--- src/cpu_pkg.sv ---
package cpu_pkg;

	localparam int WORD_SIZE = 16;
	localparam int NUM_REGS  = 4;

	// Instruction field positions
	localparam int OPCODE_MSB = 15;
	localparam int OPCODE_LSB = 12;
	localparam int RS_MSB     = 11;
	localparam int RS_LSB     = 10;
	localparam int RT_MSB     = 9;
	localparam int RT_LSB     = 8;
	localparam int RD_MSB     = 7;
	localparam int RD_LSB     = 6;
	localparam int FUNC_MSB   = 5;
	localparam int FUNC_LSB   = 0;
	localparam int IMM_MSB    = 7;
	localparam int IMM_LSB    = 0;
	localparam int TARGET_MSB = 11;
	localparam int TARGET_LSB = 0;

	typedef enum logic [3:0] {
		OP_BNE   = 4'd0,
		OP_BEQ   = 4'd1,
		OP_ADI   = 4'd4,
		OP_ORI   = 4'd5,
		OP_LHI   = 4'd6,
		OP_LWD   = 4'd7,
		OP_SWD   = 4'd8,
		OP_JMP   = 4'd9,
		OP_RTYPE = 4'd15
	} opcode_e;

	// R-type function field
	typedef enum logic [5:0] {
		FN_ADD = 6'd0,
		FN_SUB = 6'd1,
		FN_AND = 6'd2,
		FN_ORR = 6'd3,
		FN_NOT = 6'd4,
		FN_TCP = 6'd5,
		FN_SHL = 6'd6,
		FN_SHR = 6'd7,
		FN_WWD = 6'd28,
		FN_HLT = 6'd29
	} func_e;

	typedef enum logic [3:0] {
		ALU_ADD,
		ALU_SUB,
		ALU_AND,
		ALU_ORR,
		ALU_NOT,
		ALU_TCP,
		ALU_SHL,
		ALU_SHR,
		ALU_LHI,
		ALU_PASS_B,
		ALU_EQ,
		ALU_NE
	} alu_op_e;

	typedef enum logic {WB_ALU, WB_MEM} wb_src_e;
	typedef enum logic [1:0] {FWD_NONE, FWD_MEM, FWD_WB} fwd_sel_e;
	typedef enum logic [1:0] {PC_SEQ, PC_BRANCH, PC_JUMP} pc_src_e;

endpackage

--- src/hazard_unit.sv ---
module hazard_unit import cpu_pkg::*; (
	input  logic [1:0] rs_id,
	input  logic [1:0] rt_id,
	input  logic       use_rs,
	input  logic       use_rt,
	input  logic [1:0] rd_ex,
	input  logic       mem_read_ex,
	input  logic [1:0] rs_ex,
	input  logic [1:0] rt_ex,
	input  logic [1:0] rd_mem,
	input  logic       reg_write_mem,
	input  logic [1:0] rd_wb,
	input  logic       reg_write_wb,
	output logic       stall,
	output fwd_sel_e   fwd_a,
	output fwd_sel_e   fwd_b
);

	// Load data only exists from WB on, so its consumer waits a cycle
	assign stall = mem_read_ex
		&& ((use_rs && rs_id == rd_ex) || (use_rt && rt_id == rd_ex));

	// Youngest producer wins, hence MEM before WB
	always_comb begin
		fwd_a = FWD_NONE;
		if (reg_write_mem && rd_mem == rs_ex) begin
			fwd_a = FWD_MEM;
		end else if (reg_write_wb && rd_wb == rs_ex) begin
			fwd_a = FWD_WB;
		end
	end

	always_comb begin
		fwd_b = FWD_NONE;
		if (reg_write_mem && rd_mem == rt_ex) begin
			fwd_b = FWD_MEM;
		end else if (reg_write_wb && rd_wb == rt_ex) begin
			fwd_b = FWD_WB;
		end
	end

endmodule

--- config.mk ---
export PLATFORM = sky130hd
export DESIGN_NAME = hazard_unit
export DESIGN_NICKNAME = d
export VERILOG_FILES = /design/src/cpu_pkg.sv /design/src/hazard_unit.sv
export SDC_FILE = /design/constraint.sdc
export NUM_CORES = 1
export LEC_CHECK = 0
export BUFFER_PORTS_ARGS = -buffer_cell sky130_fd_sc_hd__buf_2
export CORE_AREA = 2 2 39 41
export DETAILED_ROUTE_END_ITERATION = 8
export DIE_AREA = 0 0 41 43
export PLACE_DENSITY_LB_ADDON = 0.3
export SLEW_MARGIN = 30
export SYNTH_ARGS = -nofsm -noshare
export SYNTH_HDL_FRONTEND = slang
export SYNTH_SLANG_ARGS = --single-unit
--- constraint.sdc ---
create_clock -name vclk -period 0.8
set_input_delay 0.08 -clock vclk [all_inputs]
set_output_delay 0.08 -clock vclk [all_outputs]
set_load 0.01 [all_outputs]
# Word-level counts from Yosys, hierarchy flattened

Index checks and enable logic that the tools add are counted.

Muxes and demuxes: 4
Reductions and logical operators: 8
Equal/unequal tests: 6

Operators by type and width:

| kind                | number |
|---|---|
| $eq A2 B2 Y1        | 6 |
| $mux W2             | 4 |
| $logic_and A1 B1 Y1 | 7 |
| $logic_or A1 B1 Y1  | 1 |

Word-level logic and storage cells: 18
Output and inout bits: 5
Input port bits: 19
Flip-flop bits (word level): 0

# Depth between registers and ports, before layout

Depth in word-level cells: 4
Depth in mapped cells: 3
Mapped depth without buffers: 3

# Worst setup path after synthesis

No wires, ideal clock.

Path type: input -> output
Start point: in rs_ex[0]
End point: out fwd_a[1]
Stages on the path: 3
Setup slack: 204 ps
Data arrival time: 516 ps
Path through: xnor2_1 > and3_4 > nor2_2

Word-level cells in the longest chain between the ends: 4
Elaborated cells between the ends (all ways): 6
Classes of those cells: eq/ne: 2; mux: 2; reduce/logical: 2

RTL lines:

| element             | line              | text |
|---|---|---|
| start: declaration  | hazard_unit.sv:8  | `input logic [1:0] rs_ex,` |
| $eq A2 B2 Y1        | hazard_unit.sv:28 | `end else if (reg_write_wb && rd_wb == rs_ex) begin` |
| $logic_and A1 B1 Y1 | hazard_unit.sv:28 |  |
| $mux W2             | hazard_unit.sv:28 |  |
| $mux W2 *           | hazard_unit.sv:26 | `if (reg_write_mem && rd_mem == rs_ex) begin` |
| end: declaration    | hazard_unit.sv:15 | `output fwd_sel_e fwd_a,` |

Every way passes the cells marked *; elsewhere a longest branch is shown, timed or not.

# Final worst setup path

Start point: in rs_id[1]
End point: out stall

Word-level cells in the longest chain between the ends: 4

RTL lines:

| element             | line              | text |
|---|---|---|
| start: declaration  | hazard_unit.sv:2  | `input logic [1:0] rs_id,` |
| $eq A2 B2 Y1        | hazard_unit.sv:21 | `&& ((use_rs && rs_id == rd_ex) \|\| (use_rt && rt_id == rd_ex));` |
| $logic_and A1 B1 Y1 | hazard_unit.sv:21 |  |
| $logic_or A1 B1 Y1  | hazard_unit.sv:21 |  |
| $logic_and A1 B1 Y1 | hazard_unit.sv:21 |  |
| end: declaration    | hazard_unit.sv:14 | `output logic stall,` |

No other way between the ends.

==> impl_results.md <==
- Fraction of layout cells with a size suffix above 1: 0.915
- Final min period: 774 ps
- Diodes inserted: 0
- Drt wl/cell: 9.16 um
- CP Capture Type: primary output
- Core area: 1380 sq um
- Worst setup path start: rs_id[1]
- Hold_sp: reg_write_wb
- Endpoints failing setup: 0
- Design area: 477 sq um
- PwrDens: 557 nW/um^2
- Vias: 266
- Worst-margin pin slew: 153 ps
- Ports: 24
- Final std cells w/o fill: 63
- Worst endpoint required time: 720 ps
- Die Y-Extent: 43 um
- WL final: 577 um
- Vias in the first global route: 224
- CP arrival: 690 ps
- Syn. warnings: 0
- DRC: 0
- RePlAce Congestion: 0.646
- Post-synth top area share: 0.504
- Initial Utilization: 0.126
- Placed cell areas: 314 sq um
- Cell taking the most area after synthesis: xnor2_1
- Largest net degree at the start of global routing: 5
- Row count: 14
- All-Layer GR Usage: 0.0611
- Nets: 68
- Rel. slew slack: 0.898
- IO buf count: 24
- CTS hold repair buffers: 0
- Total power: 0.265 mW
- Initial antenna violation count: 0
- Placed insts: 63
- Syn nets: 42
- Crit path launch type: primary input
- Reg area: 0 sq um
- Die W: 41 um
- First-pass GRT wire length: 800 um
- Leakage: 0.236 nW
- Pre-Repair DR Iteration Count: 1
- Detail Route Antenna Nets: 0
- Vias per cell: 4.22
- Seq_cells: 0
- Final Cycle Share: 0.968
- Unrepaired setup endpoints after global routing: yes
- Yosys cell types: 8
- Outcome: finished, final reports clean
- Max FO, Critical Path: 2
- Number of clock buffers in the layout: 0
- Worst hold slack: 495 ps
- WS Path Type: primary input to primary output
- Post-Synthesis Cells: 23
- Netlist Area Pre-Place: 174 sq um
- Iteration-0 DRC Markers: 0
- Max IR drop VDD: 0.173 mV
- Max-Cap Viols: 0
- Hold crit path type: primary input to primary output
- Die ar.: 1760 sq um
- Total grt overflow: 0
- Final hold violation count: 0
- Register area share after synthesis: 0
- Fmax: 1290 MHz
- Final slew viol count: 0
- Largest cells by area after synthesis: xnor2_1 (50%), and3_4 (13%), o2111ai_1 (10%), and2_1 (7.2%), nor2_2 (7.2%)
- Area grow syn2layout: 174%
- Mean Syn Cell Area: 7.56 sq um
## cell type report
| cell class | count | area, sq um |
|---|---|---|
| tap | 16 | 20.0 |
| timing repair buffer | 24 | 180 |
| fill | 150 | 907 |
| multi-input combinational | 23 | 277 |
## final timing paths
check / end / slack [ps] / depth (start not counted)
hold / removal: fwd_a[1] / 490 / 4
setup / recovery: stall / 30 / 5
## worst max-delay path, cell delays in order
cell	delay, ps
buf_6	90
and2_4	140
o2111ai_2	170
nand2_1	70
buf_2	140
## placed cells by master, fill, tap and decap left out, drive strengths merged
cell type,instances
and2,2
and3,2
buf,24
nand2,1
nand3,2
nor2,4
o2111ai,2
xnor2,10
## logic make-up (layout without fill, tap and decap cells)
family	Yosys count	after routing	share of synthesized area
buffers and inverters	0	24	0
and+or+nand+nor	11	11	0.396
AOI/OAI and AO/OA	2	2	0.101
xor gates and xnor gates	10	10	0.504
## per-stage QoR
step / TNS, ps / setup WS [ps] / util
6_report: 0 / 25.6 / 0.344
5_1_grt: -15.5 / -11.2 / 0.344
4_1_cts: 0 / 0.281 / 0.265
3_5_place_dp: -32.9 / -15.5 / 0.227
3_3_place_gp: -29.2 / -12.9 / 0.227
2_1_floorplan: 0 / 204 / -
## per-layer routing
metal  GRT usage  routed length, um
met5           0                  0
met4           0                  0
met3           0                 46
met2       0.131                383
met1      0.0605                147
## cells in the mapped netlist (all sizes together)
cell,count
nand3,2
nor2,4
and3,2
o2111ai,2
xnor2,10
nand2,1
and2,2
## repair_timing
action	in CTS	in global routing
resized for setup	10	23
setup buffers	0	0
endpoints found under the setup margin	3	4
gates cloned	0	0
pin swaps	7	13
## report_power, final
group | switching, mW | total [mW] | internal [mW]
registers | 0 | 0 | 0
clock network | 0 | 0 | 0
logic | 0.101 | 0.265 | 0.165
total | 0.101 | 0.265 | 0.165
(Power assumes the default switching activity.)
