File: src/cpu_pkg.sv
package cpu_pkg;

	localparam int WORD_SIZE = 16;
	localparam int NUM_REGS  = 4;

	// Instruction field positions
	localparam int OPCODE_MSB = 15;
	localparam int OPCODE_LSB = 12;
	localparam int RS_MSB     = 11;
	localparam int RS_LSB     = 10;
	localparam int RT_MSB     = 9;
	localparam int RT_LSB     = 8;
	localparam int RD_MSB     = 7;
	localparam int RD_LSB     = 6;
	localparam int FUNC_MSB   = 5;
	localparam int FUNC_LSB   = 0;
	localparam int IMM_MSB    = 7;
	localparam int IMM_LSB    = 0;
	localparam int TARGET_MSB = 11;
	localparam int TARGET_LSB = 0;

	typedef enum logic [3:0] {
		OP_BNE   = 4'd0,
		OP_BEQ   = 4'd1,
		OP_ADI   = 4'd4,
		OP_ORI   = 4'd5,
		OP_LHI   = 4'd6,
		OP_LWD   = 4'd7,
		OP_SWD   = 4'd8,
		OP_JMP   = 4'd9,
		OP_RTYPE = 4'd15
	} opcode_e;

	// R-type function field
	typedef enum logic [5:0] {
		FN_ADD = 6'd0,
		FN_SUB = 6'd1,
		FN_AND = 6'd2,
		FN_ORR = 6'd3,
		FN_NOT = 6'd4,
		FN_TCP = 6'd5,
		FN_SHL = 6'd6,
		FN_SHR = 6'd7,
		FN_WWD = 6'd28,
		FN_HLT = 6'd29
	} func_e;

	typedef enum logic [3:0] {
		ALU_ADD,
		ALU_SUB,
		ALU_AND,
		ALU_ORR,
		ALU_NOT,
		ALU_TCP,
		ALU_SHL,
		ALU_SHR,
		ALU_LHI,
		ALU_PASS_B,
		ALU_EQ,
		ALU_NE
	} alu_op_e;

	typedef enum logic {WB_ALU, WB_MEM} wb_src_e;
	typedef enum logic [1:0] {FWD_NONE, FWD_MEM, FWD_WB} fwd_sel_e;
	typedef enum logic [1:0] {PC_SEQ, PC_BRANCH, PC_JUMP} pc_src_e;

endpackage

File: src/control_unit.sv
module control_unit import cpu_pkg::*; (
	input  logic [WORD_SIZE-1:0] instr,
	output alu_op_e              alu_op,
	output logic                 alu_src_imm,
	output logic                 mem_read,
	output logic                 mem_write,
	output logic                 reg_write,
	output wb_src_e              wb_src,
	output pc_src_e              pc_src,
	output logic                 wwd,
	output logic                 halt,
	output logic                 use_rs,
	output logic                 use_rt,
	output logic                 rd_sel,
	output logic [WORD_SIZE-1:0] immediate
);

	opcode_e                  opcode;
	func_e                    func;
	logic [IMM_MSB:IMM_LSB]   imm;

	assign opcode = opcode_e'(instr[OPCODE_MSB:OPCODE_LSB]);
	assign func   = func_e'(instr[FUNC_MSB:FUNC_LSB]);
	assign imm    = instr[IMM_MSB:IMM_LSB];

	// ORI takes its immediate unsigned
	assign immediate = (opcode == OP_ORI) ? {{(WORD_SIZE-8){1'b0}}, imm}
		: {{(WORD_SIZE-8){imm[IMM_MSB]}}, imm};

	always_comb begin
		alu_op      = ALU_PASS_B;
		alu_src_imm = 1'b0;
		mem_read    = 1'b0;
		mem_write   = 1'b0;
		reg_write   = 1'b0;
		wb_src      = WB_ALU;
		pc_src      = PC_SEQ;
		wwd         = 1'b0;
		halt        = 1'b0;
		use_rs      = 1'b0;
		use_rt      = 1'b0;
		rd_sel      = 1'b0;
		case (opcode)
			OP_ADI, OP_ORI: begin
				alu_op      = (opcode == OP_ADI) ? ALU_ADD : ALU_ORR;
				alu_src_imm = 1'b1;
				reg_write   = 1'b1;
				use_rs      = 1'b1;
			end
			OP_LHI: begin
				alu_op      = ALU_LHI;
				alu_src_imm = 1'b1;
				reg_write   = 1'b1;
			end
			OP_LWD, OP_SWD: begin
				// Address is rs plus offset
				alu_op      = ALU_ADD;
				alu_src_imm = 1'b1;
				use_rs      = 1'b1;
				mem_read    = (opcode == OP_LWD);
				reg_write   = (opcode == OP_LWD);
				mem_write   = (opcode == OP_SWD);
				use_rt      = (opcode == OP_SWD);
				wb_src      = (opcode == OP_LWD) ? WB_MEM : WB_ALU;
			end
			OP_BNE, OP_BEQ: begin
				alu_op = (opcode == OP_BNE) ? ALU_NE : ALU_EQ;
				pc_src = PC_BRANCH;
				use_rs = 1'b1;
				use_rt = 1'b1;
			end
			OP_JMP: begin
				pc_src = PC_JUMP;
			end
			OP_RTYPE: begin
				use_rs = 1'b1;
				rd_sel = 1'b1;
				wwd    = (func == FN_WWD);
				halt   = (func == FN_HLT);
				case (func)
					FN_ADD: alu_op = ALU_ADD;
					FN_SUB: alu_op = ALU_SUB;
					FN_AND: alu_op = ALU_AND;
					FN_ORR: alu_op = ALU_ORR;
					FN_NOT: alu_op = ALU_NOT;
					FN_TCP: alu_op = ALU_TCP;
					FN_SHL: alu_op = ALU_SHL;
					FN_SHR: alu_op = ALU_SHR;
					default: alu_op = ALU_PASS_B;
				endcase
				// WWD, HLT and unknown functions write nothing
				reg_write = (alu_op != ALU_PASS_B);
				use_rt    = (func inside {FN_ADD, FN_SUB, FN_AND, FN_ORR});
			end
			default: begin
			end
		endcase
	end

endmodule

File: config.mk
export PLATFORM = sky130hd
export DESIGN_NAME = control_unit
export DESIGN_NICKNAME = d
export VERILOG_FILES = /design/src/cpu_pkg.sv /design/src/control_unit.sv
export SDC_FILE = /design/constraint.sdc
export NUM_CORES = 1
export LEC_CHECK = 0
export BUFFER_PORTS_ARGS = -buffer_cell sky130_fd_sc_hd__buf_2
export CAP_MARGIN = 20
export CORE_AREA = 4 4 41 43
export DETAILED_ROUTE_END_ITERATION = 10
export DIE_AREA = 0 0 45 47
export PLACE_DENSITY = 0.73
export SLEW_MARGIN = 10
export SYNTH_ARGS = -nofsm -noshare
export SYNTH_HDL_FRONTEND = slang
export SYNTH_SLANG_ARGS = --single-unit
File: constraint.sdc
create_clock -name vclk -period 1.9
set_input_delay 0 -clock vclk [all_inputs]
set_output_delay 0 -clock vclk [all_outputs]
set_load 0.05 [all_outputs]
Yosys cells after proc, flatten, opt, wreduce, memory -nomap -nowiden. Memory sizes are Yosys's and may differ from the RTL's. Cells that the tools add are included.

Flip-flop bits (word level): 0. Bits in latches: 0. Memory bits (writable): 0. Bits in read-only memories: 24. Input port bits: 16. Logic and storage cells: 43. Memories kept: 1.

Memories: (no name shown) (depth 8, bits a word 3, rd ports 1, clocked after Yosys merged registers in 0, wr ports 0, RTL line control_unit.sv:80) `case (func)`.

$add $sub $neg: 0. Multipliers: 0. Divide/modulo/power cells: 0. Magnitude comparators: 0. Eq/ne operators: 14. Shift operators: 0. Multiplexer cells: 18. Bitwise operators: 0. Reductions and logical operators: 10.

Operators with widths (count): 4-bit case mux with 5 select lines (1); 4-bit by 3-bit equality test with 1-bit output (second input constant) (4); 16-bit 2-to-1 mux (1); 4-bit equality test (second input constant) (3); 6-bit by 2-bit equality test with 1-bit output (second input constant) (2); 6-bit by 5-bit equality test with 1-bit output (second input constant) (2); 1-bit 2-to-1 mux (10); 4-bit 2-to-1 mux (2); 7-bit OR reduction (1); 6-bit by 1-bit equality test with 1-bit output (second input constant) (1); 6-bit zero test (1); 1-bit case mux with 3 select lines (2); 2-bit OR reduction (3); 5-bit OR reduction (1); 4-bit by 1-bit equality test with 1-bit output (second input constant) (1); 4-bit zero test (1); 4-bit inequality test (second input constant) (1); 2-bit case mux with 2 select lines (1); 4-bit nonzero test (1); 3-bit zero test (1); 3-bit OR reduction (1); 2-bit 2-to-1 mux (1).

Depth between registers and ports, before layout.
Depth in word-level cells: 5. Depth in mapped cells: 4. Depth with buffers taken out: 3.

Worst setup path before layout. Ideal clock, no wire load.

Path type: input-to-output. Start point: input port instr[15]. End point: output port wwd. Arrival: 1.898 ns. Required time: 1.900 ns. Path slack: 0.002 ns. Cell stages on the path: 3. Path through: buf_2 -> nand4_1 -> nor4_1.

Word-level cells in the longest chain between the ends: 2.

RTL lines: start, declared (RTL line control_unit.sv:2) `input logic [WORD_SIZE-1:0] instr,`; 4-bit equality test (RTL line control_unit.sv:43) `case (opcode)`; 1-bit 2-to-1 mux (RTL line control_unit.sv:43); end, declared (RTL line control_unit.sv:10) `output logic wwd,`.

No other way between the ends.

Worst setup path after layout.
Start point: input port instr[4]. End point: output port alu_op[1].

Word-level cells in the longest chain between the ends: 4.

RTL lines: 3-bit zero test (RTL line control_unit.sv:80); 4-bit 2-to-1 mux (RTL line control_unit.sv:80); 4-bit 2-to-1 mux (RTL line control_unit.sv:43); 4-bit case mux with 5 select lines (RTL line control_unit.sv:43); end, declared (RTL line control_unit.sv:3) `output alu_op_e alu_op,`.

No other way between the ends. The select of a mux whose other input is x is not followed.

==> flow_metrics.env <==
export IMPL_ios=48
export IMPL_wirelength_mm=1.085
export IMPL_ys_warn_count=0
export IMPL_core_um2=1301
export IMPL_crit_required_ns=1.90
export IMPL_rsz0062_at_grt="false"
export IMPL_slew_violations=0
export IMPL_dp_hpwl_um=925.9
export IMPL_grt_pass1_wl_mm=1.580
export IMPL_startpoint_type="primary input"
export IMPL_syn_inst=59
export IMPL_grt_usage=0.09205
export IMPL_cp_slowest_cell="or3_1"
export IMPL_setup_violations=0
export IMPL_die_h_um=47
export IMPL_period_share=0.5921
export IMPL_crit_chain="buf_2 > or3_1 > nor2_1 > a22o_1 > buf_2"
export IMPL_ctsHoldBuffers=0
export IMPL_n_antenna_cell=0
export IMPL_wl_per_cell_um=11.30
export IMPL_arrival_ns=1.13
export IMPL_hold_viol=0
export IMPL_cts_resized=0
export IMPL_min_path_type="primary input to output pin"
export IMPL_gp_congestion=0.6609
export IMPL_cp_depth=5
export IMPL_multi_input_area_um2=225.2
export IMPL_cpMostUsedCell="buf_2"
export IMPL_status="completed"
export IMPL_die_area_um2=2115
export IMPL_tightest_slew_ns=0.2512
export IMPL_grt_max_degree=15
export IMPL_worst_path_buf_inv=2
export IMPL_fin_crit_ns=1.125
export IMPL_whs_ns=0.0001085
export IMPL_gr_total_overflow=0
export IMPL_drv_cap=0
export IMPL_start_util=0.2942
export IMPL_antenna_found_initial=0
export IMPL_drc_errors=0
export IMPL_cp_top_family="simple AND/OR/NAND/NOR gates"
export IMPL_grt_pass1_vias=369
export IMPL_avgSynthCellArea_um2=6.489
export IMPL_detail_route_antenna_nets=0
export IMPL_cpPeakStageDelay_ns=0.45
export IMPL_ff_latch_area_um2=0
export IMPL_hold_depth=0
export IMPL_cp_end_kind="output pin"
export IMPL_nNetsFinal=99
export IMPL_row_count=13
export IMPL_seq_cell_count=0
export IMPL_synth_nets=75
export IMPL_drt_first_pass_iters=2
export IMPL_die_width_um=45
export IMPL_portBuffers=42
export IMPL_fill_cells=154
export IMPL_relSlewSlack=0.8325
export IMPL_drt_iter0_markers=2
export IMPL_synth_seq_area_share=0
export IMPL_synth_area_um2=382.9
export IMPL_n_clock_buffer=0
export IMPL_area_growth_pct=21.57
export IMPL_finalSetupTns_ns=0
export IMPL_p_leak_uw=0.0002641
export IMPL_cts_setup_buffers=0
export IMPL_max_freq_mhz=888.8
export IMPL_p_per_area_nw_per_um2=447.7
export IMPL_drive_above_1_share=0.5556
export IMPL_avgViaCountPerCell=4.656
export IMPL_ys_types=23
export IMPL_ir_worst_vdd_mv=0.1317
export IMPL_worstPathMaxFanout=5
export IMPL_vias=447
export IMPL_worstSetupPathType="primary input to output pin"
-- cell families after synthesis --
family | synth area share
and+or+nand+nor | 0.4117
buffers and inverters | 0.4118
AOI/OAI and AO/OA | 0.1536
xor gates and xnor gates | 0.02288
-- report_power, final --
part	internal [µW]	switching, µW	leakage, µW	total [µW]
clock network	0	0	0	0
logic	45.0	163	0.000264	208
registers	0	0	0	0
total	45.0	163	0.000264	208
-- synth_stat cells, drive strengths merged --
library cell | instances | area [µm²]
a31oi | 1 | 6.260
and2 | 2 | 12.51
nor2 | 5 | 26.27
nand4b | 1 | 8.760
nand4 | 1 | 6.260
o31a | 1 | 8.760
xnor2 | 1 | 8.760
o21ai | 4 | 20.02
nand2b | 2 | 12.51
nand2 | 3 | 11.26
a21oi | 3 | 15.01
nor3 | 4 | 20.02
nor4 | 2 | 12.51
a22o | 1 | 8.760
buf | 20 | 146.4
nor4b | 2 | 23.77
or3 | 2 | 12.51
or3b | 1 | 11.26
inv | 3 | 11.26
-- layout by cell type, fill, tap and decap left out, drive strengths merged --
master   n
a21oi    3
nor4b    2
nand2    3
or3      2
a31oi    1
and2     2
nor2     5
nand2b   2
nand4b   1
o31a     1
nor3     4
o21ai    4
nor4     2
or3b     1
xnor2    1
buf     42
nand4    1
inv      3
a22o     1
-- cell type report --
type	instances	share of cell area
Multi-Input combinational cell	36	0.4839
Timing Repair Buffer	42	0.4516
Tap cell	15	0.04032
Inverter	3	0.02419
-- final timing paths --
check  startpoint  slack, ns           end
max      instr[4]       0.77     alu_op[1]
min      instr[6]     0.0001  immediate[6]
-- metrics by stage --
stage	utilization	total power [µW]	instances	instance area, µm²	worst slack, ns
6_report	0.3577	208.4	96	465.4	0.7749
5_1_grt	0.3577	219.0	96	465.4	0.6612
4_1_cts	0.3577	210.1	96	465.4	0.7719
3_5_place_dp	0.3577	209.7	96	465.4	0.7721
3_3_place_gp	0.3577	207.5	96	465.4	0.8001
2_1_floorplan	-	191.2	59	382.9	0.001626
-- routing by layer --
metal  GRT usage  wire length (µm)
met5           0                 0
met1      0.1191               441
met2      0.1780               526
met4           0                 0
met3    0.003831               117
(Power assumes the default switching activity.)
