==> config.mk <==
export PLATFORM = sky130hd
export DESIGN_NAME = register_file
export DESIGN_NICKNAME = d
export VERILOG_FILES = /design/src/cpu_pkg.sv /design/src/register_file.sv
export SDC_FILE = /design/constraint.sdc
export NUM_CORES = 1
export LEC_CHECK = 0
export ABC_AREA = 1
export BUFFER_PORTS_ARGS = -buffer_cell sky130_fd_sc_hd__buf_2
export CAP_MARGIN = 25
export CORE_MARGIN = 10
export CORE_UTILIZATION = 55
export DETAILED_ROUTE_END_ITERATION = 10
export PLACE_DENSITY = 0.77
export SYNTH_ARGS = -nofsm -noshare
export SYNTH_HDL_FRONTEND = slang
export SYNTH_SLANG_ARGS = --single-unit
==> constraint.sdc <==
create_clock -name clk -period 2.3 [get_ports clk]
set_input_delay 0.115 -clock clk [delete_from_list [all_inputs] [get_ports clk]]
set_output_delay 0.115 -clock clk [all_outputs]
set_load 0.005 [all_outputs]
==> src/cpu_pkg.sv <==
package cpu_pkg;

	localparam int WORD_SIZE = 16;
	localparam int NUM_REGS  = 4;

	// Instruction field positions
	localparam int OPCODE_MSB = 15;
	localparam int OPCODE_LSB = 12;
	localparam int RS_MSB     = 11;
	localparam int RS_LSB     = 10;
	localparam int RT_MSB     = 9;
	localparam int RT_LSB     = 8;
	localparam int RD_MSB     = 7;
	localparam int RD_LSB     = 6;
	localparam int FUNC_MSB   = 5;
	localparam int FUNC_LSB   = 0;
	localparam int IMM_MSB    = 7;
	localparam int IMM_LSB    = 0;
	localparam int TARGET_MSB = 11;
	localparam int TARGET_LSB = 0;

	typedef enum logic [3:0] {
		OP_BNE   = 4'd0,
		OP_BEQ   = 4'd1,
		OP_ADI   = 4'd4,
		OP_ORI   = 4'd5,
		OP_LHI   = 4'd6,
		OP_LWD   = 4'd7,
		OP_SWD   = 4'd8,
		OP_JMP   = 4'd9,
		OP_RTYPE = 4'd15
	} opcode_e;

	// R-type function field
	typedef enum logic [5:0] {
		FN_ADD = 6'd0,
		FN_SUB = 6'd1,
		FN_AND = 6'd2,
		FN_ORR = 6'd3,
		FN_NOT = 6'd4,
		FN_TCP = 6'd5,
		FN_SHL = 6'd6,
		FN_SHR = 6'd7,
		FN_WWD = 6'd28,
		FN_HLT = 6'd29
	} func_e;

	typedef enum logic [3:0] {
		ALU_ADD,
		ALU_SUB,
		ALU_AND,
		ALU_ORR,
		ALU_NOT,
		ALU_TCP,
		ALU_SHL,
		ALU_SHR,
		ALU_LHI,
		ALU_PASS_B,
		ALU_EQ,
		ALU_NE
	} alu_op_e;

	typedef enum logic {WB_ALU, WB_MEM} wb_src_e;
	typedef enum logic [1:0] {FWD_NONE, FWD_MEM, FWD_WB} fwd_sel_e;
	typedef enum logic [1:0] {PC_SEQ, PC_BRANCH, PC_JUMP} pc_src_e;

endpackage

==> src/register_file.sv <==
module register_file import cpu_pkg::*; (
	input  logic                 clk,
	input  logic                 reset_n,
	input  logic [1:0]           read1,
	input  logic [1:0]           read2,
	input  logic [1:0]           dest,
	input  logic                 reg_write,
	input  logic [WORD_SIZE-1:0] write_data,
	output logic [WORD_SIZE-1:0] read_out1,
	output logic [WORD_SIZE-1:0] read_out2
);

	logic [WORD_SIZE-1:0] regs [NUM_REGS];

	always_ff @(posedge clk) begin
		if (!reset_n) begin
			for (int i = 0; i < NUM_REGS; i++) begin
				regs[i] <= '0;
			end
		end else if (reg_write) begin
			regs[dest] <= write_data;
		end
	end

	// Value written by WB this cycle goes straight to ID
	assign read_out1 = (reg_write && dest == read1) ? write_data : regs[read1];
	assign read_out2 = (reg_write && dest == read2) ? write_data : regs[read2];

endmodule

# After elaboration in Yosys (flattened, before gate mapping)
# Memory sizes are Yosys's and may differ from the RTL's.
# Cells that the tools add are included.
# Widths: inputs -> output; s select.
[classes] n_reduce_logical=3 n_eq_ne=2 muxes=9
[ops] operator="$mux 16" count=3
[ops] operator="$reduce_or 16->1" count=1
[ops] operator="$mux 1" count=5
[ops] operator="$eq 2x2->1" count=2
[ops] operator="$logic_and 1x1->1" count=2
[ops] operator="$mux 2" count=1
[totals] reg_bits=0 n_memories=1 in_bits=25 ram_bits=64 output_inout_bits=32
[memory_table] memory="regs" depth=4 width=16 rd=2 rd_ports_with_merged_regs=0 wr=4 line="register_file.sv:13" text="logic [WORD_SIZE-1:0] regs [NUM_REGS];"

# Depth between registers and ports, before layout
# Gate-level depths: netlist of the first run.
[logic_depth] ltp_word=5 depth_mapped=8

# Worst setup path before layout of the first run
# Ideal clock, no wire load.
[synth_path] path_kind="input port to flip-flop" from="input port dest[1]" to="memory regs[2][0] (enable)" arrival_time_ps=1618 slack_ps=271 stages=4 path_cell_list="inv_1 -> nor2_1 -> clkinv_1 -> o21ai_0"
[synth_rtl] element="start: declaration" line="register_file.sv:6" text="input logic [1:0] dest,"
[synth_rtl] element="end: declaration" line="register_file.sv:13"

# Worst setup path in the final report of the first run
[layout_path] from="input port read2[0]" to="output port read_out2[7]"
[layout_via] elab_chain_len=3 word_cells_on_any_way=4 classes_between="eq/ne (1); mux (1); reduce/logical (1); memory (1)"
[layout_lines] element="start: declaration" line="register_file.sv:5" text="input logic [1:0] read2,"
[layout_lines] element="parallel branches: the longest is 2 deep, another holds $mem_v2 4x16"
[layout_lines] element="$mux 16 *" line="register_file.sv:27" text="assign read_out2 = (reg_write && dest == read2) ? write_data : regs[read2];"
[layout_lines] element="end: declaration" line="register_file.sv:10" text="output logic [WORD_SIZE-1:0] read_out2"
# Mark *: on every way between the ends.

==> qor.yml, run 1 <==
status: "finished, final reports clean"
timing.critical_path.mode_cell: "buf_2"
start_kind: "input pin"
hp-class: "in2reg"
setup_viol: 0
avgSynthCellArea_um2: 7.01
finalNonFillerCells: 749
core_area_um2: 7330
path_cells: "buf_2 > inv_4 > nor2_1 > nor2_2 > buf_12 > nand3_1 > nand2_1 > buf_2"
ir_worst_vdd_mv: 0.476
vias: 4077
reg.largest.list: "regs (64)"
cts.htree.levels: 3
wl_um: 12200
clock_path_buffers: 2
die_area_um2: 11500
start_util_pct: 57.1
drt_iter0_markers: 313
setup_slack_ns: 0.686
gr-total-overflow: 0
routabilityCongestion: 0.848
yosysTopAreaCell: "edfxtp_1"
cp_num_buf_inv: 4
clock-sinks: 64
finish.utilization_pct: 64.1
finalHoldViolCount: 0
crit_type: "in2out"
mostFrequentLayoutCell: "nand2_1"
worstMarginPinSlew_ns: 0.515
cts_setup_buffers: 0
fin_tns_setup_ns: 0
fillers: 670
netlist_area_um2: 4190
largest_register_ffs: 64
grt_max_degree: 36
final_antenna_net_count: 0
track_usage_pct: 21.3
yosys_warnings: 0
pin_count: 57
required_ns: 2.18
power.total_uw: 2810
drive_gt1_share_pct: 15.5
cp.arrival_ns: 1.50
top_register: "regs"
synth-seq-cells: 64
finalNetCount: 673
root_buffer: "clkbuf_8"
slowest_delay_ns: 0.38
drv_cap: 0
antenna_found_initial: 0
netlist.area_leader.share_pct: 45.9
seq_area_frac_synth_pct: 45.9
drt_pass1_iterations: 5
cts_resized: 0
cts_tree: "built"
finalMaxSlewViolations: 0
final_cell_mix: "nand2_1, nand3_1, inv_1"
crit_fanout: 35
drc: 0
synth_area_leaders: "edfxtp_1, nand2_1, nand3_1"
die_h_um: 107
fmax_ghz: 0.619
p_per_area_nw_per_um2: 599
grt_pass1_vias: 3920
cpLargestDelayFamily: "buffers and inverters"
place.port_buffers: 56
row_count: 31
dp_hpwl_um: 7940
cp_slowest_cell: "nor2_2"
routed_via_density: 5.44
p_leak_uw: 0.00246
endpoint_kind: "primary output"
fin_crit_sh_pct: 70.2
clk_pin_slew_ns: 0.07
syn_nets: 622
syn2layout_area_growth_pct: 12.2
grt_pass1_wl_um: 19400
cts_hold_buffers: 0
num_antenna_cells: 0
dp_cells: 736
max-slew-margin-rel_pct: 65.6
wl_per_cell_um: 16.3
place_ws_ns: 0.698
synth.distinct_cells: 22
min_period_ns: 1.61
syn_inst: 597
cts_made_buffers: 9
rsz0062_at_grt: "no"
die_w_um: 107
through the flow:
stage	hold slack [ns]	area, um2
CTS	0.150	4700
global placement	0.484	4560
global route	0.176	4700
detailed placement	0.502	4560
floorplan	0.343	4190
finish	0.154	4700
report_power, final:
group	total [uW]	internal [uW]	switching, uW
logic	643	215	429
clock network	771	370	401
registers	1400	1370	22.1
total	2810	1960	852
layout make-up:
class / instances / area [um2] / share of cell area (%)
flip-flops and latches: 64 / 1920 / 40.9
multi-input cells: 411 / 1760 / 37.4
clock inverters: 2 / 10.0 / 0.213
inverters: 90 / 340 / 7.25
repair buffers: 72 / 413 / 8.79
clock buffers: 11 / 131 / 2.80
well taps: 99 / 124 / 2.64
kinds of logic after synthesis:
| family | after synthesis | synth area share, % |
|---|---|---|
| AO/OA/AOI/OAI | 4 | 0.628 |
| flip-flops | 64 | 45.9 |
| AND/OR/NAND/NOR | 407 | 41.2 |
| buffers and inverters | 122 | 12.2 |
per-layer routing:
layer	part of all wire, %	global-route usage, %	up-vias
met1	40	26.3	1866
met5	0	0	-
li1	-	-	1964
met4	2.4	10.2	0
met3	9.6	3.59	34
met2	48	35.4	213
cells in the mapped netlist (all sizes together):
cell type and count:
buf 23, a21oi 2, o31ai 1, inv 89, nand2 239, nor2 54
clkbuf 9, o21ai 1, edfxtp 64, nand3 98, nor3 16, clkinv 1
final timing paths:
check / endpoint / slack, ns / from / cells after the start
setup / recovery: read_out2[7] / 0.69 / read2[0] / 8
hold / removal: regs[0][1]$_SDFFCE_PN0P_ / 0.15 / write_data[1] / 3
(Power assumes the default switching activity.)
==> run 2, diff against run 1 <==
- ABC_AREA: 1 -> 0
- CORE_UTILIZATION: 55 -> 52
- clock period: 2.3 -> 1.4 ns (I/O delays scaled with it)
==> run 2 against run 1 <==
Net effect:
- the run now ends with setup timing left
- die area shrank 3.5%
- core utilization grew 1.4 points
- sequential share of layout area is essentially flat
- final area is essentially flat
- total power grew 69%
- area after synthesis shrank 9.5%
- synthesized cell count shrank 62%
- non-clock buffer count grew 18
- first-iteration DRC count shrank 50%
==> qor.yml, run 2 <==
status: "complete, but fails checks"
violations: "setup timing"
reg.largest.list: "regs (64)"
clock-sinks: 64
die_w_um: 105
die_area_um2: 11100
synth-async-reset-ratio_pct: 0
cts_setup_buffers: 0
synth_commonest_cells: "edfxtp_1, and2_1, mux2_4, mux4_2, and3_1"
rsz0062_at_grt: "yes"
syn_nets: 252
ys.flop_type: "edfxtp_1"
netlist_area_um2: 3790
row_count: 31
grt_pass1_wl_um: 14300
crit_fanout: 2
yosys_warnings: 0
setup_viol: 32
mostFrequentLayoutCell: "edfxtp_1"
dp_cells: 397
largest_register_ffs: 64
top_register: "regs"
synth_area_leaders: "edfxtp_1, mux4_2, mux4_1"
fmax_ghz: 0.587
wl_um: 8960
track_usage_pct: 16.7
syn2layout_area_growth_pct: 24.0
pin_count: 57
yosysMostFrequentCell: "edfxtp_1"
seq_area_frac_synth_pct: 50.8
pwr-share-clk_pct: 26.4
fin_tns_setup_ns: -8.60
synth.distinct_cells: 19
netSwitchingPower_uw: 1140
grt_max_degree: 21
p_per_area_nw_per_um2: 1010
synth_edf_count: 64
finish.utilization_pct: 65.4
avgSynthCellArea_um2: 16.7
clk_pin_slew_ns: 0.07
cts_made_buffers: 9
endpoint_kind: "primary output"
cts.htree.levels: 3
min_delay_path_depth: 2
worstSetupStartpoint: "regs[2][13]$_SDFFCE_PN0P_"
netlist.area_leader.share_pct: 50.8
drt_iter0_markers: 155
finalHoldViolCount: 0
p_int_uw: 3620
slowest_delay_ns: 0.49
cpLargestDelayFamily: "multiplexers"
die_h_um: 105
cp.arrival_ns: 1.63
setup_slack_ns: -0.304
crit_type: "reg2out"
cp_slowest_cell: "mux4_2"
path_cells: "mux4_2 > mux2_4 > buf_6"
finalNonFillerCells: 411
start_util_pct: 52.8
cts_hold_buffers: 0
ir_worst_vdd_mv: 0.634
min_period_ns: 1.70
swShare_pct: 24.0
required_ns: 1.33
routabilityCongestion: 0.823
holdPathEnd: "regs[0][0]$_SDFFCE_PN0P_"
drv_cap: 0
dp_hpwl_um: 6640
gr-total-overflow: 0
p_comb_share_pct: 24.5
drive_gt1_share_pct: 54.5
core_area_um2: 7180
place.port_buffers: 56
synth-seq-cells: 64
cts_resized: 52
seq_power_share_pct: 49.1
yosysTopAreaCell: "edfxtp_1"
syn_inst: 227
place_ws_ns: -0.0958
finalMaxSlewViolations: 0
hold_path_startpoint: "write_data[0]"
power.total_uw: 4760
drc: 0
root_buffer: "clkbuf_8"
antenna_found_initial: 0
final_cell_mix: "edfxtp_1, and2_1, mux4_2"
cts_tree: "built"
vias: 2354
final_antenna_net_count: 0
worstMarginPinSlew_ns: 0.270
drt_pass1_iterations: 4
fin_crit_sh_pct: 122
max-slew-margin-rel_pct: 82.0
cp_num_buf_inv: 1
p_leak_uw: 0.00194
finalNetCount: 334
grt_pass1_vias: 2659
clock_path_buffers: 2
num_antenna_cells: 0
wl_per_cell_um: 21.8
hp-class: "in2reg"
routed_via_density: 5.73
start_kind: "register"
[run 2: changes by cell type after synthesis, sizes merged, moves of 13 or more]
cell   before  now
inv        89    0
mux4        0   32
nand2     239    3
nand3      98    3
nor3       16    1
mux2        0   32
buf        23   10
and2        0   48
nor2       54    0
and3        0   16
[run 2: worst max-delay path by stage]
stage                                to  slack (ns)  cells past startpoint
6_report                  read_out1[13]       -0.30                      3
5_1_grt                    read_out1[2]       -0.34                      3
4_1_cts                    read_out1[8]       -0.31                      3
3_5_place_dp               read_out2[3]        -0.1                      5
3_3_place_gp               read_out2[0]       -0.09                      5
2_1_floorplan  regs[1][0]$_SDFFCE_PN0P_       0.001                      3
[run 2: power by group through the flow]
stage / logic [uW] / registers (uW) / clock network [uW]
after floorplan: 592 / 2340 / 0
after global placement: 937 / 2350 / 0
after detailed placement: 957 / 2380 / 0
after CTS: 1180 / 2340 / 1270
after global routing: 1250 / 2350 / 1360
final: 1170 / 2340 / 1260
[run 2: area by class of cell]
cell class | count | area (um2)
Fill cell | 512 | 2480
Sequential cell | 64 | 1920
Multi-Input combinational cell | 144 | 1730
Timing Repair Buffer | 90 | 779
Clock buffer | 12 | 135
Tap cell | 99 | 124
Clock inverter | 2 | 8.76
[run 2: stage by stage]
| step | area (um2) | hold WS [ns] |
|---|---|---|
| 4_1_cts | 4680 | 0.0712 |
| 2_1_floorplan | 3790 | 0.262 |
| 5_1_grt | 4690 | 0.0765 |
| 3_5_place_dp | 4360 | 0.425 |
| 6_report | 4690 | 0.0782 |
| 3_3_place_gp | 4360 | 0.415 |
[run 2: cell families (layout without fill, tap and decap cells)]
logic type	after synthesis	count (layout)	synth area share, %
AOI/OAI and AO/OA	1	1	0.132
xor gates and xnor gates	4	4	0.925
and+or+nand+nor	75	75	12.8
buffers and inverters	19	104	3.67
DFF	64	64	50.8
muxes	64	64	31.7
[run 2: routing by layer]
metal / GRT usage (%) / vias to the layer above / share of wire (%)
li1: - / 1046 / -
met1: 17.4 / 1213 / 36
met2: 31.1 / 82 / 56
met3: 3.53 / 13 / 6.7
met4: 7.84 / 0 / 1.7
met5: 0 / - / 0
